===== src/logic/tile_ctrl_pkg.sv =====
/*
 * Tile control package
 * Bus widths, control register map, error pattern and the Wishbone
 * request and response bundles shared by the tile control logic
 */
package tile_ctrl_pkg;

  ////////////////////
  // Sizes
  ////////////////////

  localparam int unsigned NumClusters = 4;
  localparam int unsigned NumMemTiles = 2;
  localparam int unsigned AddrWidth   = 12;
  localparam int unsigned DataWidth   = 32;
  localparam int unsigned NumCtrlRegs = 6;

  // Byte offset bits inside one bus word
  localparam int unsigned WordLsb = $clog2(DataWidth / 8);

  typedef logic [AddrWidth-1:0]   addr_t;
  typedef logic [DataWidth-1:0]   data_t;
  typedef logic [NumClusters-1:0] cluster_vec_t;
  typedef logic [NumMemTiles-1:0] mem_tile_vec_t;

  ////////////////////
  // Register map
  ////////////////////

  localparam addr_t RegWindowBase = 12'h100;
  // First byte address past the last register
  localparam addr_t RegWindowEnd  = addr_t'(RegWindowBase + NumCtrlRegs * (DataWidth / 8));
  // Read data for unmapped accesses
  localparam data_t ErrRespData   = 32'hBADCAB1E;

  typedef enum logic [2:0] {
    REG_CLUSTER_RST     = 3'd0,
    REG_CLUSTER_CLK_EN  = 3'd1,
    REG_MEM_TILE_RST    = 3'd2,
    REG_MEM_TILE_CLK_EN = 3'd3,
    REG_SPU_RST         = 3'd4,
    REG_SPU_CLK_EN      = 3'd5
  } ctrl_reg_e;

  // Implemented bits of each register, the rest reads as zero
  function automatic data_t ctrl_reg_mask(ctrl_reg_e idx);
    data_t mask;
    mask = '0;
    case (idx)
      REG_CLUSTER_RST, REG_CLUSTER_CLK_EN:   mask[NumClusters-1:0] = '1;
      REG_MEM_TILE_RST, REG_MEM_TILE_CLK_EN: mask[NumMemTiles-1:0] = '1;
      REG_SPU_RST, REG_SPU_CLK_EN:           mask[0] = 1'b1;
      default:                               mask = '0;
    endcase
    return mask;
  endfunction

  ////////////////////
  // Bundles
  ////////////////////

  typedef struct packed {
    logic  cyc;
    logic  stb;
    logic  we;
    addr_t adr;
    data_t dat;
  } wb_req_t;

  typedef struct packed {
    logic  ack;
    logic  err;
    data_t dat;
  } wb_rsp_t;

  // Reset lines are active low, 0 holds the unit in reset
  typedef struct packed {
    cluster_vec_t  cluster_rst_n;
    cluster_vec_t  cluster_clk_en;
    mem_tile_vec_t mem_tile_rst_n;
    mem_tile_vec_t mem_tile_clk_en;
    logic          spu_rst_n;
    logic          spu_clk_en;
  } tile_ctrl_t;

endpackage


===== src/logic/tile_bus_decoder.sv =====
/*
 * Tile bus decoder
 * Splits Wishbone traffic between the control register window and an
 * error slave that answers every unmapped address
 */
`timescale 1ns/10ps

module tile_bus_decoder (
  input  logic                   clk_i,
  input  logic                   rst_n_i,
  // Upstream master
  input  tile_ctrl_pkg::wb_req_t mst_req_i,
  output tile_ctrl_pkg::wb_rsp_t mst_rsp_o,
  // Register bank
  output tile_ctrl_pkg::wb_req_t reg_req_o,
  input  tile_ctrl_pkg::wb_rsp_t reg_rsp_i
);

  import tile_ctrl_pkg::*;

  logic    in_window;
  logic    req_valid;
  logic    err_q;
  wb_rsp_t err_rsp;

  ////////////////////
  // Address decode
  ////////////////////

  // Window check on byte addresses, low offset bits are don't care
  assign in_window = (mst_req_i.adr >= RegWindowBase) &&
                     (mst_req_i.adr <  RegWindowEnd);

  assign req_valid = mst_req_i.cyc && mst_req_i.stb;

  // Only in-window strobes reach the register bank
  always_comb begin
    reg_req_o     = mst_req_i;
    reg_req_o.stb = mst_req_i.stb && in_window;
  end

  ////////////////////
  // Error slave
  ////////////////////

  // Same one-cycle latency as the register bank.
  // A held request must not produce a second err pulse
  always_ff @(posedge clk_i) begin
    if (!rst_n_i) begin
      err_q <= 1'b0;
    end else begin
      err_q <= req_valid && !in_window && !err_q;
    end
  end

  always_comb begin
    err_rsp     = '0;
    err_rsp.err = err_q;
    err_rsp.dat = ErrRespData;
  end

  ////////////////////
  // Response select
  ////////////////////

  // Only one access is in flight, so the two sources never answer together
  always_comb begin
    if (err_q) begin
      mst_rsp_o = err_rsp;
    end else begin
      mst_rsp_o = reg_rsp_i;
    end
  end

endmodule


===== src/logic/tile_ctrl_regs.sv =====
/*
 * Tile control registers
 * Six Wishbone registers that drive cluster, memory tile and accelerator
 * resets and clock enables
 */
`timescale 1ns/10ps

module tile_ctrl_regs (
  input  logic                      clk_i,
  input  logic                      rst_n_i,
  // Wishbone slave port
  input  tile_ctrl_pkg::wb_req_t    wb_req_i,
  output tile_ctrl_pkg::wb_rsp_t    wb_rsp_o,
  // Reset and clock-enable lines
  output tile_ctrl_pkg::tile_ctrl_t tile_ctrl_o
);

  import tile_ctrl_pkg::*;

  data_t     ctrl_q [NumCtrlRegs];
  ctrl_reg_e req_idx;
  logic      idx_valid;
  logic      req_fire;
  data_t     wr_data;
  data_t     rd_data;
  logic      ack_q;
  data_t     rdata_q;

  ////////////////////
  // Access decode
  ////////////////////

  // Low word address bits select the register, the window is checked upstream
  assign req_idx   = ctrl_reg_e'(wb_req_i.adr[WordLsb +: $bits(ctrl_reg_e)]);
  assign idx_valid = (req_idx < NumCtrlRegs);

  // New access only while no ack is pending
  assign req_fire = wb_req_i.cyc && wb_req_i.stb && !ack_q;

  assign wr_data = wb_req_i.dat & ctrl_reg_mask(req_idx);

  always_comb begin
    rd_data = '0;
    if (idx_valid) begin
      rd_data = ctrl_q[req_idx];
    end
  end

  ////////////////////
  // Register file
  ////////////////////

  // Write lands on the same edge that raises ack
  always_ff @(posedge clk_i) begin
    if (!rst_n_i) begin
      for (int i = 0; i < NumCtrlRegs; i++) begin
        ctrl_q[i] <= '0;
      end
    end else if (req_fire && wb_req_i.we && idx_valid) begin
      ctrl_q[req_idx] <= wr_data;
    end
  end

  ////////////////////
  // Bus response
  ////////////////////

  always_ff @(posedge clk_i) begin
    if (!rst_n_i) begin
      ack_q <= 1'b0;
    end else begin
      ack_q <= req_fire;
    end
  end

  // Read data captured with the ack
  always_ff @(posedge clk_i) begin
    if (req_fire && !wb_req_i.we) begin
      rdata_q <= rd_data;
    end
  end

  always_comb begin
    wb_rsp_o     = '0;
    wb_rsp_o.ack = ack_q;
    wb_rsp_o.dat = rdata_q;
  end

  ////////////////////
  // Control outputs
  ////////////////////

  // Straight from the register contents, zero while reset clears them
  always_comb begin
    tile_ctrl_o.cluster_rst_n   = ctrl_q[REG_CLUSTER_RST][NumClusters-1:0];
    tile_ctrl_o.cluster_clk_en  = ctrl_q[REG_CLUSTER_CLK_EN][NumClusters-1:0];
    tile_ctrl_o.mem_tile_rst_n  = ctrl_q[REG_MEM_TILE_RST][NumMemTiles-1:0];
    tile_ctrl_o.mem_tile_clk_en = ctrl_q[REG_MEM_TILE_CLK_EN][NumMemTiles-1:0];
    tile_ctrl_o.spu_rst_n       = ctrl_q[REG_SPU_RST][0];
    tile_ctrl_o.spu_clk_en      = ctrl_q[REG_SPU_CLK_EN][0];
  end

endmodule


===== src/logic/tile_ctrl_top.sv =====
/*
 * Tile control top level
 * Bus decoder in front of the reset and clock-gating register bank
 */
`timescale 1ns/10ps

module tile_ctrl_top (
  input  logic                      clk_i,
  input  logic                      rst_n_i,
  // Wishbone slave port from the SoC
  input  tile_ctrl_pkg::wb_req_t    wb_req_i,
  output tile_ctrl_pkg::wb_rsp_t    wb_rsp_o,
  // Tile resets and clock enables
  output tile_ctrl_pkg::tile_ctrl_t tile_ctrl_o
);

  import tile_ctrl_pkg::*;

  // Decoder to register bank
  wb_req_t reg_req;
  wb_rsp_t reg_rsp;

  ////////////////////
  // Decoder
  ////////////////////

  tile_bus_decoder u_bus_decoder (
    .clk_i     (clk_i),
    .rst_n_i   (rst_n_i),
    .mst_req_i (wb_req_i),
    .mst_rsp_o (wb_rsp_o),
    .reg_req_o (reg_req),
    .reg_rsp_i (reg_rsp)
  );

  ////////////////////
  // Register bank
  ////////////////////

  tile_ctrl_regs u_ctrl_regs (
    .clk_i       (clk_i),
    .rst_n_i     (rst_n_i),
    .wb_req_i    (reg_req),
    .wb_rsp_o    (reg_rsp),
    .tile_ctrl_o (tile_ctrl_o)
  );

endmodule


===== config.mk =====
export PLATFORM = sky130hd
export DESIGN_NAME = tile_ctrl_top
export DESIGN_NICKNAME = d
export VERILOG_FILES = /design/src/logic/tile_ctrl_pkg.sv /design/src/logic/tile_bus_decoder.sv /design/src/logic/tile_ctrl_regs.sv /design/src/logic/tile_ctrl_top.sv
export SDC_FILE = /design/constraint.sdc
export NUM_CORES = 1
export LEC_CHECK = 0
export BUFFER_PORTS_ARGS = -buffer_cell sky130_fd_sc_hd__buf_2
export CORE_AREA = 4 4 94 61
export DETAILED_ROUTE_END_ITERATION = 10
export DIE_AREA = 0 0 98 65
export GPL_TIMING_DRIVEN = 0
export PLACE_DENSITY = 0.9
export SYNTH_ARGS = -nofsm -noshare
export SYNTH_HDL_FRONTEND = slang
export SYNTH_HIERARCHICAL = 1
export SYNTH_SLANG_ARGS = --single-unit

===== constraint.sdc =====
create_clock -name clk_i -period 2.8 [get_ports clk_i]
set_input_delay 0.56 -clock clk_i [delete_from_list [all_inputs] [get_ports clk_i]]
set_output_delay 0.56 -clock clk_i [all_outputs]
set_load 0.02 [all_outputs]

Yosys cells after proc, flatten, opt, wreduce, memory -nomap -nowiden:

Memories as Yosys holds them, arrays and structs flattened. A register that Yosys moved wholly into a read port is not among the register bits.
Cells that the tools add are included.

* flip-flop bits (word level): 2
* bits in latches: 0
* bits in writable memories: 192
* memory bits (read-only): 0
* bits of input ports: 49
* output and inout bits: 48
* memories: 1

* add/subtract/negate cells: 0
* $mul: 0
* div/mod/pow operators: 0
* order comparisons: 3
* equality and inequality tests: 5
* shifts and indexed selects: 0
* muxes and demuxes: 11
* bitwise gates (word level): 1
* reductions and logical operators: 20

Memory list
* u_ctrl_regs.ctrl_q: words 6, width 32, read ports 7, clocked after Yosys merged registers in 1, wr ports 6, line tile_ctrl_regs.sv:20 `data_t ctrl_q [NumCtrlRegs];`

Operators by type and width (number)
* two-way mux 34 bit: 1
* AND 32 x 4 -> 32 bit: 1
* two-way mux 32 bit: 1
* OR reduction 32 bit: 1
* greater-or-equal comparator 12 x 9 -> 1 bit (second input constant): 1
* < comparator 12 x 9 -> 1 bit (second input constant): 1
* logical AND 1 bit: 10
* two-way mux 1 bit: 7
* equality test 3 x 2 -> 1 bit (second input constant): 2
* equality test 3 bit (second input constant): 2
* OR reduction 6 bit: 1
* logical NOT 1 bit: 5
* OR reduction 4 bit: 1
* equality test 3 x 1 -> 1 bit (second input constant): 1
* logical NOT 3 bit: 1
* < comparator 3 bit (second input constant): 1
* two-way mux 3 bit: 1
* two-way mux 2 bit: 1
* OR reduction 2 bit: 1

Depth between registers and ports, before layout:

Gate-level depths: netlist (run 1).

* depth after elaboration: 12
* gate-level depth with buffers: 6
* gate-level depth less buffers: 6

Cells and area by module:

Netlist (run 1), hierarchy kept.

Modules (own cells, without submodules)
* tile_ctrl_regs: times used 1, cells an instance 133, area each 1630.3 sq um
* tile_bus_decoder: times used 1, cells an instance 91, area each 633.1 sq um

Worst setup path after synthesis (run 1):

Ideal clock, no wire load.

* kind: input to register
* from: input port wb_req_i[37] (netlist name)
* to: memory u_ctrl_regs/ctrl_q[4][0] (netlist name) (enable)
* library setup time: 0.335 ns
* arrival time: 1.990 ns
* required time: 2.465 ns
* setup slack: 0.475 ns
* stages on the path: 6
* path buffers: 0
* cells stage by stage: nor4b_1 -> and3_1 -> and2_1 -> nand3b_4 -> or3b_1 -> o21ai_1

RTL lines
* from (decl): line tile_ctrl_top.sv:11 `input tile_ctrl_pkg::wb_req_t wb_req_i,`
* to (decl): line tile_ctrl_regs.sv:20

==> results of run 1 <==
==> registers in the layout, summed over array words and instances (netlist names) <==
| name | cells |
|---|---|
| u_bus_decoder/err_q | 1 |
| u_ctrl_regs/ctrl_q | 24 |
| u_ctrl_regs/ack_q | 1 |
| u_ctrl_regs/rdata_q | 4 |
==> metrics by stage <==
stage          instances  instance area [um2]
2_1_floorplan        222                 2117
3_3_place_gp         336                 2440
3_5_place_dp         336                 2440
4_1_cts              344                 2521
5_1_grt              344                 2521
6_report             344                 2521
==> report_power, final <==
part	switching, uW	leakage (uW)	internal (uW)
registers	9.43	0.000286	513
clock network	140	0.0000426	170
logic	128	0.000901	102
==> area by class of cell <==
cell class              count  area (um2)  share of cell area
well taps                  66       82.58             0.03275
plain buffers              52       382.9              0.1519
clock inverters             2       8.758            0.003474
clock buffers               6       72.57             0.02878
repair buffers             48       240.2             0.09529
multi-input cells         139       849.6              0.3370
flip-flops and latches     30       880.8              0.3494
inverters                   1       3.754            0.001489
==> worst paths after layout <==
check / from / end / slack (ns) / cells after the start
worst max-delay path: wb_req_i[37] / u_ctrl_regs/ctrl_q[4][0]$_SDFFCE_PN0P_ / 0.35 / 7
worst min-delay path: wb_req_i[45] / u_bus_decoder/err_q$_SDFF_PN0_ / 0.55 / 3
worst max register to register: u_ctrl_regs/ack_q$_SDFF_PN0_ / u_ctrl_regs/ctrl_q[4][0]$_SDFFCE_PN0P_ / 1.10 / 3
worst min register to register: u_ctrl_regs/ack_q$_SDFF_PN0_ / u_ctrl_regs/ack_q$_SDFF_PN0_ / 0.68 / 2
==> critical path: stages <==
cell and delay (ns):
sky130_fd_sc_hd__buf_2 0.09, sky130_fd_sc_hd__nor4b_1 0.27, sky130_fd_sc_hd__and3_1 0.26, sky130_fd_sc_hd__and2_1 0.25
sky130_fd_sc_hd__nand3b_4 0.15, sky130_fd_sc_hd__or3b_1 0.42, sky130_fd_sc_hd__o21ai_1 0.38
==> routing by layer <==
| metal | wire length, um | vias up |
|---|---|---|
| met5 | 0 | - |
| met1 | 1784 | 611 |
| li1 | - | 740 |
| met2 | 1693 | 68 |
| met3 | 459 | 10 |
| met4 | 59 | 0 |
==> results_tabular.tex, run 1 <==
\begin{tabular}{lr}
\hline
Metric & Value \\
\hline
\multicolumn{2}{l}{\textbf{Status}} \\
\quad Status & finished, final reports clean \\
\multicolumn{2}{l}{\textbf{STA}} \\
\quad Worst slew margin & 0.5814 \\
\quad Worst Setup Slack, final & around 0.35 ns \\
\quad Final hold slack & $\sim$0.55 ns \\
\quad Setup Total Neg Slack & 0 ns \\
\quad Final worst clock skew & about 0.0066 ns \\
\quad Final setup violation count & 0 \\
\quad Final critical delay including setup and external delays & about 2.5 ns \\
\quad Setup repair after global routing missed its margin & no \\
\quad Max Clk Rate & between 0.4 and 0.5 GHz \\
\quad Final worst-path cycle share & 0.8762 \\
\quad Transition time at the pin with the least slew margin & between 0.6 and 0.7 ns \\
\quad Final Max Slew Viols & 0 \\
\quad Final number of hold-violating endpoints & 0 \\
\multicolumn{2}{l}{\textbf{Clocking}} \\
\quad CTS tree & built \\
\quad Clk root buf & sky130\_fd\_sc\_hd\_\_clkbuf\_8 \\
\quad Number of buffers inserted for hold repair after clock tree synthesis & 0 \\
\quad Insertion delay of the later-clocked pin in the worst-skew pair & about 0.28 ns \\
\quad Sink Count & 30 \\
\quad Clock tree buffer depth & 2 \\
\quad Buffers inserted during post-CTS setup optimization & 0 \\
\quad Clock buffers created by TritonCTS & 5 \\
\quad Clock slew at the register clock pins of the worst setup and hold paths & $\sim$0.050 ns \\
\quad Cells resized by post-CTS repair & 0 \\
\quad H-tree Lvls & 2 \\
\multicolumn{2}{l}{\textbf{Floorplan}} \\
\quad Initial cell density of the core & 0.4069 \\
\quad Row cnt & 20 \\
\quad Die boundary height & 65 um \\
\quad I/O pin total & slightly below 100 \\
\quad Area of the core & $\sim$5000 um2 \\
\quad Overall die area & between 6000 and 7000 um2 \\
\quad Overall die width & a little under 100 um \\
\multicolumn{2}{l}{\textbf{Worst setup path}} \\
\quad Largest fanout on the critical path & 7 \\
\quad Required time worst endpoint & 2.73 ns \\
\quad Setup Crit Path Kind & in2reg \\
\quad CP startpoint kind & input pin \\
\quad Critical Path End Type & flop \\
\quad Data arrival, critical path & about 2.4 ns \\
\multicolumn{2}{l}{\textbf{Power and ir drop}} \\
\quad Final Power & around 1100 uW \\
\quad Worst-case vdd ir drop & between 0.2 and 0.3 mV \\
\quad Power per Cell Area & 421.7 nW/um2 \\
\quad Leak & approximately 0.0012 uW \\
\multicolumn{2}{l}{\textbf{Finish}} \\
\quad Area overhead of the layout relative to synthesis & 26.97\% \\
\quad Final design utilization & 0.5167 \\
\quad Antenna diode count & 0 \\
\quad Number of nets in the finished design & $\sim$330 \\
\quad Fraction of final layout cells with drive strength greater than 1 & 0.4640 \\
\quad Fill cell instance count of the final layout & about 470 \\
\quad Commonest non-fill, non-tap cell in the layout & sky130\_fd\_sc\_hd\_\_buf\_2 \\
\quad Highest-count cells in the layout ignoring fill and taps & 51 x sky130\_fd\_sc\_hd\_\_buf\_2, 45 x sky130\_fd\_sc\_hd\_\_buf\_4, 36 x sky130\_fd\_sc\_hd\_\_conb\_1 \\
\multicolumn{2}{l}{\textbf{Detailed routing}} \\
\quad Via count & 1,429 \\
\quad DR WL/cell & between 10 and 15 um \\
\quad Number of nets with antenna violations after detailed routing & 0 \\
\quad Iteration-0 DRC Markers & 82 \\
\quad Routed Wire Length & 3.996 mm \\
\quad First-pass DRT Iterations & 4 \\
\quad Total DRC errors in the routed layout & 0 \\
\quad Vias per cell & a little over 4 \\
\multicolumn{2}{l}{\textbf{Global route}} \\
\quad Wire length of the first global-routing pass & 6.458 mm \\
\quad Global routing's busiest layer & met2 \\
\quad All-Layer GR Usage & 0.1318 \\
\quad Met1 usage & 0.1719 \\
\quad Vias in the first global route & $\sim$1,400 \\
\quad Global route overflow & 0 \\
\quad GR Layer Usage met2 & 0.2051 \\
\quad Antenna violations before repair & 0 \\
\quad Met3 usage & 0.04409 \\
\quad Largest net degree at the start of global routing & 11 \\
\multicolumn{2}{l}{\textbf{Placed design}} \\
\quad Minimum setup slack after placement & between 0.05 and 0.06 ns \\
\quad Routability-driven placement congestion ratio & 0.9472 \\
\quad Sum of net half-perimeters after detailed placement & 3.317 mm \\
\quad Port Buf Inserts & 48 \\
\multicolumn{2}{l}{\textbf{Synth}} \\
\quad Synthesized instance count & about 190 \\
\quad Synthesis Warnings & 6 \\
\quad Post-Syn Area per Cell & 10.62 um2 \\
\quad Summed instance area of the synthesized netlist & roughly 2000 um2 \\
\multicolumn{2}{l}{\textbf{Min path}} \\
\quad Classification of the worst-slack hold path & in2reg \\
\multicolumn{2}{l}{\textbf{Run}} \\
\quad Max cap viols & 0 \\
\hline
\end{tabular}
Note: power is estimated with default switching activity, not from simulation.
==> inputs of run 2 (changes only) <==
--- a/config.mk
+++ b/config.mk
@@ -6,12 +6,11 @@
 export NUM_CORES = 1
 export LEC_CHECK = 0
 export BUFFER_PORTS_ARGS = -buffer_cell sky130_fd_sc_hd__buf_2
-export CORE_AREA = 4 4 94 61
+export CORE_AREA = 4 4 87 56
 export DETAILED_ROUTE_END_ITERATION = 10
-export DIE_AREA = 0 0 98 65
+export DIE_AREA = 0 0 91 60
 export GPL_TIMING_DRIVEN = 0
-export PLACE_DENSITY = 0.9
+export PLACE_DENSITY = 0.89
 export SYNTH_ARGS = -nofsm -noshare
 export SYNTH_HDL_FRONTEND = slang
-export SYNTH_HIERARCHICAL = 1
 export SYNTH_SLANG_ARGS = --single-unit
==> run 2 against run 1 <==
Compared with the run above: clock skew fell by 0.0022 ns; sequential share of layout area increased by 5.3 points; sequential cell count unchanged; final area shrank 13%; utilization grew 2.3 points; power shrank 1.1%; largest cell class unchanged.
==> results_tabular.tex, run 2 <==
\begin{tabular}{lr}
\hline
Metric & Value \\
\hline
\multicolumn{2}{l}{\textbf{Status}} \\
\quad Status & finished, final reports clean \\
\multicolumn{2}{l}{\textbf{Synth}} \\
\quad Fraction of post-synthesis cell area in the top cell type by area & 0.4948 \\
\quad Flops \& latches, synth & 30 \\
\quad Sequential share of the synthesized area & 0.5184 \\
\quad Most common cell in the synthesized netlist & sky130\_fd\_sc\_hd\_\_buf\_4 \\
\quad Synth area leader & sky130\_fd\_sc\_hd\_\_edfxtp\_1 \\
\quad Top\_reg\_cell synth & sky130\_fd\_sc\_hd\_\_edfxtp\_1 \\
\quad Top post-synthesis cells by area & sky130\_fd\_sc\_hd\_\_edfxtp\_1 49\%, sky130\_fd\_sc\_hd\_\_buf\_4 15\%, sky130\_fd\_sc\_hd\_\_mux2i\_1 7.1\%, sky130\_fd\_sc\_hd\_\_nor2\_1 3.3\%, sky130\_fd\_sc\_hd\_\_o31ai\_1 2.7\% \\
\quad Post-synthesis async set-or-reset flop share & 0 \\
\quad Post-Syn Area per Cell & approximately 11 um2 \\
\quad Summed instance area of the synthesized netlist & between 1500 and 2000 um2 \\
\quad Count of flip-flops with a built-in enable after synthesis & 28 \\
\quad Synthesized instance count & 151 \\
\quad Synthesis Warnings & 0 \\
\quad Post-synth cell types & 28 \\
\quad Commonest cells post-synth & 35 x sky130\_fd\_sc\_hd\_\_buf\_4, 28 x sky130\_fd\_sc\_hd\_\_edfxtp\_1, 15 x sky130\_fd\_sc\_hd\_\_nor2\_1 \\
\multicolumn{2}{l}{\textbf{Clocking}} \\
\quad Clk root buf & sky130\_fd\_sc\_hd\_\_clkbuf\_8 \\
\quad Cells resized by post-CTS repair & 0 \\
\quad CTS tree & built \\
\quad H-tree Lvls & 2 \\
\quad Clock tree buffer depth & 2 \\
\quad Clock slew at the register clock pins of the worst setup and hold paths & around 0.050 ns \\
\quad Clock buffers created by TritonCTS & 5 \\
\quad Sink Count & 30 \\
\quad Insertion delay of the later-clocked pin in the worst-skew pair & between 0.2 and 0.3 ns \\
\quad Number of buffers inserted for hold repair after clock tree synthesis & 0 \\
\quad Buffers inserted during post-CTS setup optimization & 0 \\
\multicolumn{2}{l}{\textbf{Finish}} \\
\quad Antenna diode count & 0 \\
\quad Fraction of final layout cells with drive strength greater than 1 & 0.4502 \\
\quad Area overhead of the layout relative to synthesis & 28.87\% \\
\quad Commonest non-fill, non-tap cell in the layout & sky130\_fd\_sc\_hd\_\_buf\_2 \\
\quad Register with the most flip-flops & u\_ctrl\_regs.ctrl\_q \\
\quad Flip-flop count of the largest register after layout & 24 \\
\quad Top Registers & u\_ctrl\_regs.ctrl\_q: 24 flops, u\_ctrl\_regs.rdata\_q: 4 flops \\
\quad Number of nets in the finished design & 279 \\
\quad Highest-count cells in the layout ignoring fill and taps & 55 x sky130\_fd\_sc\_hd\_\_buf\_2, 35 x sky130\_fd\_sc\_hd\_\_buf\_4, 28 x sky130\_fd\_sc\_hd\_\_edfxtp\_1 \\
\multicolumn{2}{l}{\textbf{Floorplan}} \\
\quad Die boundary height & roughly 60 um \\
\quad Area of the core & 4054 um2 \\
\quad Row cnt & 18 \\
\quad I/O pin total & 97 \\
\quad Initial cell density of the core & 0.4191 \\
\quad Overall die area & about 5500 um2 \\
\quad Overall die width & 91 um \\
\multicolumn{2}{l}{\textbf{Worst setup path}} \\
\quad Data arrival, critical path & 2.09 ns \\
\quad Required time worst endpoint & between 2 and 3 ns \\
\quad Critical Path End Type & flop \\
\quad CP startpoint kind & input pin \\
\quad Setup Crit Path Kind & in2reg \\
\quad Crit-path cells & buf\_2 -> nor4b\_4 -> nand4\_2 -> o31ai\_1 \\
\quad Worst reg2reg setup slack & $\sim$0.87 ns \\
\quad Largest stage delay, worst path & roughly 0.71 ns \\
\quad Largest fanout on the critical path & 8 \\
\quad Slowest stage cell, crit path & sky130\_fd\_sc\_hd\_\_o31ai\_1 \\
\multicolumn{2}{l}{\textbf{Placed design}} \\
\quad Port Buf Inserts & between 50 and 60 \\
\quad Sum of net half-perimeters after detailed placement & 2.970 mm \\
\quad Routability-driven placement congestion ratio & $\sim$0.85 \\
\multicolumn{2}{l}{\textbf{Power and ir drop}} \\
\quad Leak & roughly 0.001 uW \\
\quad Worst-case vdd ir drop & 0.2215 mV \\
\quad Power per Cell Area & a little under 500 nW/um2 \\
\multicolumn{2}{l}{\textbf{Run}} \\
\quad Max cap viols & 0 \\
\multicolumn{2}{l}{\textbf{Global route}} \\
\quad Vias in the first global route & between 1,000 and 1,500 \\
\quad All-Layer GR Usage & 0.1404 \\
\quad Wire length of the first global-routing pass & 5.651 mm \\
\quad Antenna violations before repair & 0 \\
\quad Largest net degree at the start of global routing & 24 \\
\quad Global route overflow & 0 \\
\multicolumn{2}{l}{\textbf{STA}} \\
\quad Final worst clock skew & 0.004490 ns \\
\quad Setup Total Neg Slack & 0 ns \\
\quad Setup repair after global routing missed its margin & no \\
\quad Final Max Slew Viols & 0 \\
\quad Worst slew margin & 0.5067 \\
\quad Transition time at the pin with the least slew margin & 0.7336 ns \\
\quad Final hold slack & $\sim$0.60 ns \\
\quad Final setup violation count & 0 \\
\quad Final worst-path cycle share & 0.7785 \\
\quad Max Clk Rate & approximately 0.46 GHz \\
\quad Final critical delay including setup and external delays & between 2 and 2.5 ns \\
\quad Final number of hold-violating endpoints & 0 \\
\multicolumn{2}{l}{\textbf{Detailed routing}} \\
\quad Vias per cell & between 4 and 5 \\
\quad Iteration-0 DRC Markers & roughly 130 \\
\quad First-pass DRT Iterations & 4 \\
\quad Routed Wire Length & 3.705 mm \\
\quad Number of nets with antenna violations after detailed routing & 0 \\
\quad Via count & around 1,300 \\
\quad Total DRC errors in the routed layout & 0 \\
\quad DR WL/cell & $\sim$13 um \\
\multicolumn{2}{l}{\textbf{Min path}} \\
\quad Classification of the worst-slack hold path & in2reg \\
\hline
\end{tabular}
==> run 2: changes by cell type in the layout (fill, tap and decap cells not counted), sizes merged, moves of 7 or more <==
cell / previous run / this run
and2: 8 / 1
nor2b: 15 / 4
conb: 36 / 19
or2: 21 / 4
nor2: 7 / 15
buf: 98 / 90
==> run 2: layout make-up <==
class / count / area, um2
timing repair buffer: 54 / 270.3
clock buffer: 8 / 90.09
fill: 363 / 1864
multi-input combinational: 99 / 603.1
buffer: 39 / 279.0
sequential: 30 / 880.8
tap: 50 / 62.56
inverter: 1 / 3.754
==> run 2: path summary, 6_finish.rpt <==
path,startpoint,endpoint,depth (start not counted)
max,wb_req_i[43],u_ctrl_regs.ctrl_q[5][2]$_DFFE_PP_,4
min,wb_req_i[41],u_bus_decoder.err_q$_SDFF_PN0_,3
max reg2reg,u_ctrl_regs.ack_q$_SDFF_PN0_,u_ctrl_regs.ctrl_q[5][2]$_DFFE_PP_,3
min reg2reg,u_ctrl_regs.ack_q$_SDFF_PN0_,u_ctrl_regs.ack_q$_SDFF_PN0_,2
==> run 2: critical path, delay by kind of cell <==
| kind | cells | cell delay [ns] |
|---|---|---|
| buf+inv | 1 | 0.11 |
| compound gates | 1 | 0.71 |
| simple gates | 2 | 0.71 |
==> run 2: report_power, final <==
part	switching (uW)	total, uW	leakage [uW]	internal [uW]
Clock	146	346	0.0000455	200
Combinational	106	181	0.000692	75.3
Sequential	11.2	524	0.000286	513
Total	263	1050	0.00102	788
==> run 2: routing by layer <==
layer	vias up	GRT usage	wire (um)
li1	644	-	-
met1	599	0.1771	1504
met2	63	0.2186	1746
met3	5	0.05157	415
met4	0	0.06438	38
met5	-	0	0
==> run 2: cells by family after synthesis <==
| group | share of synthesized area |
|---|---|
| buffers and inverters | 0.1664 |
| muxes | 0.07070 |
| AOI/OAI and AO/OA | 0.06259 |
| and+or+nand+nor | 0.1797 |
| DFF | 0.5184 |
| other | 0.002207 |
==> run 2: metrics by stage <==
step,utilization,std cells,total power (uW),setup WS [ns],cell area (um2)
after floorplan,-,169,656.6,0.7597,1767
after global placement,0.5179,273,709.4,0.4020,2100
after detailed placement,0.5179,273,714.0,0.3489,2100
after CTS,0.5401,281,1058,0.6370,2190
after global routing,0.5401,281,1097,0.4811,2190
final,0.5401,281,1051,0.6202,2190
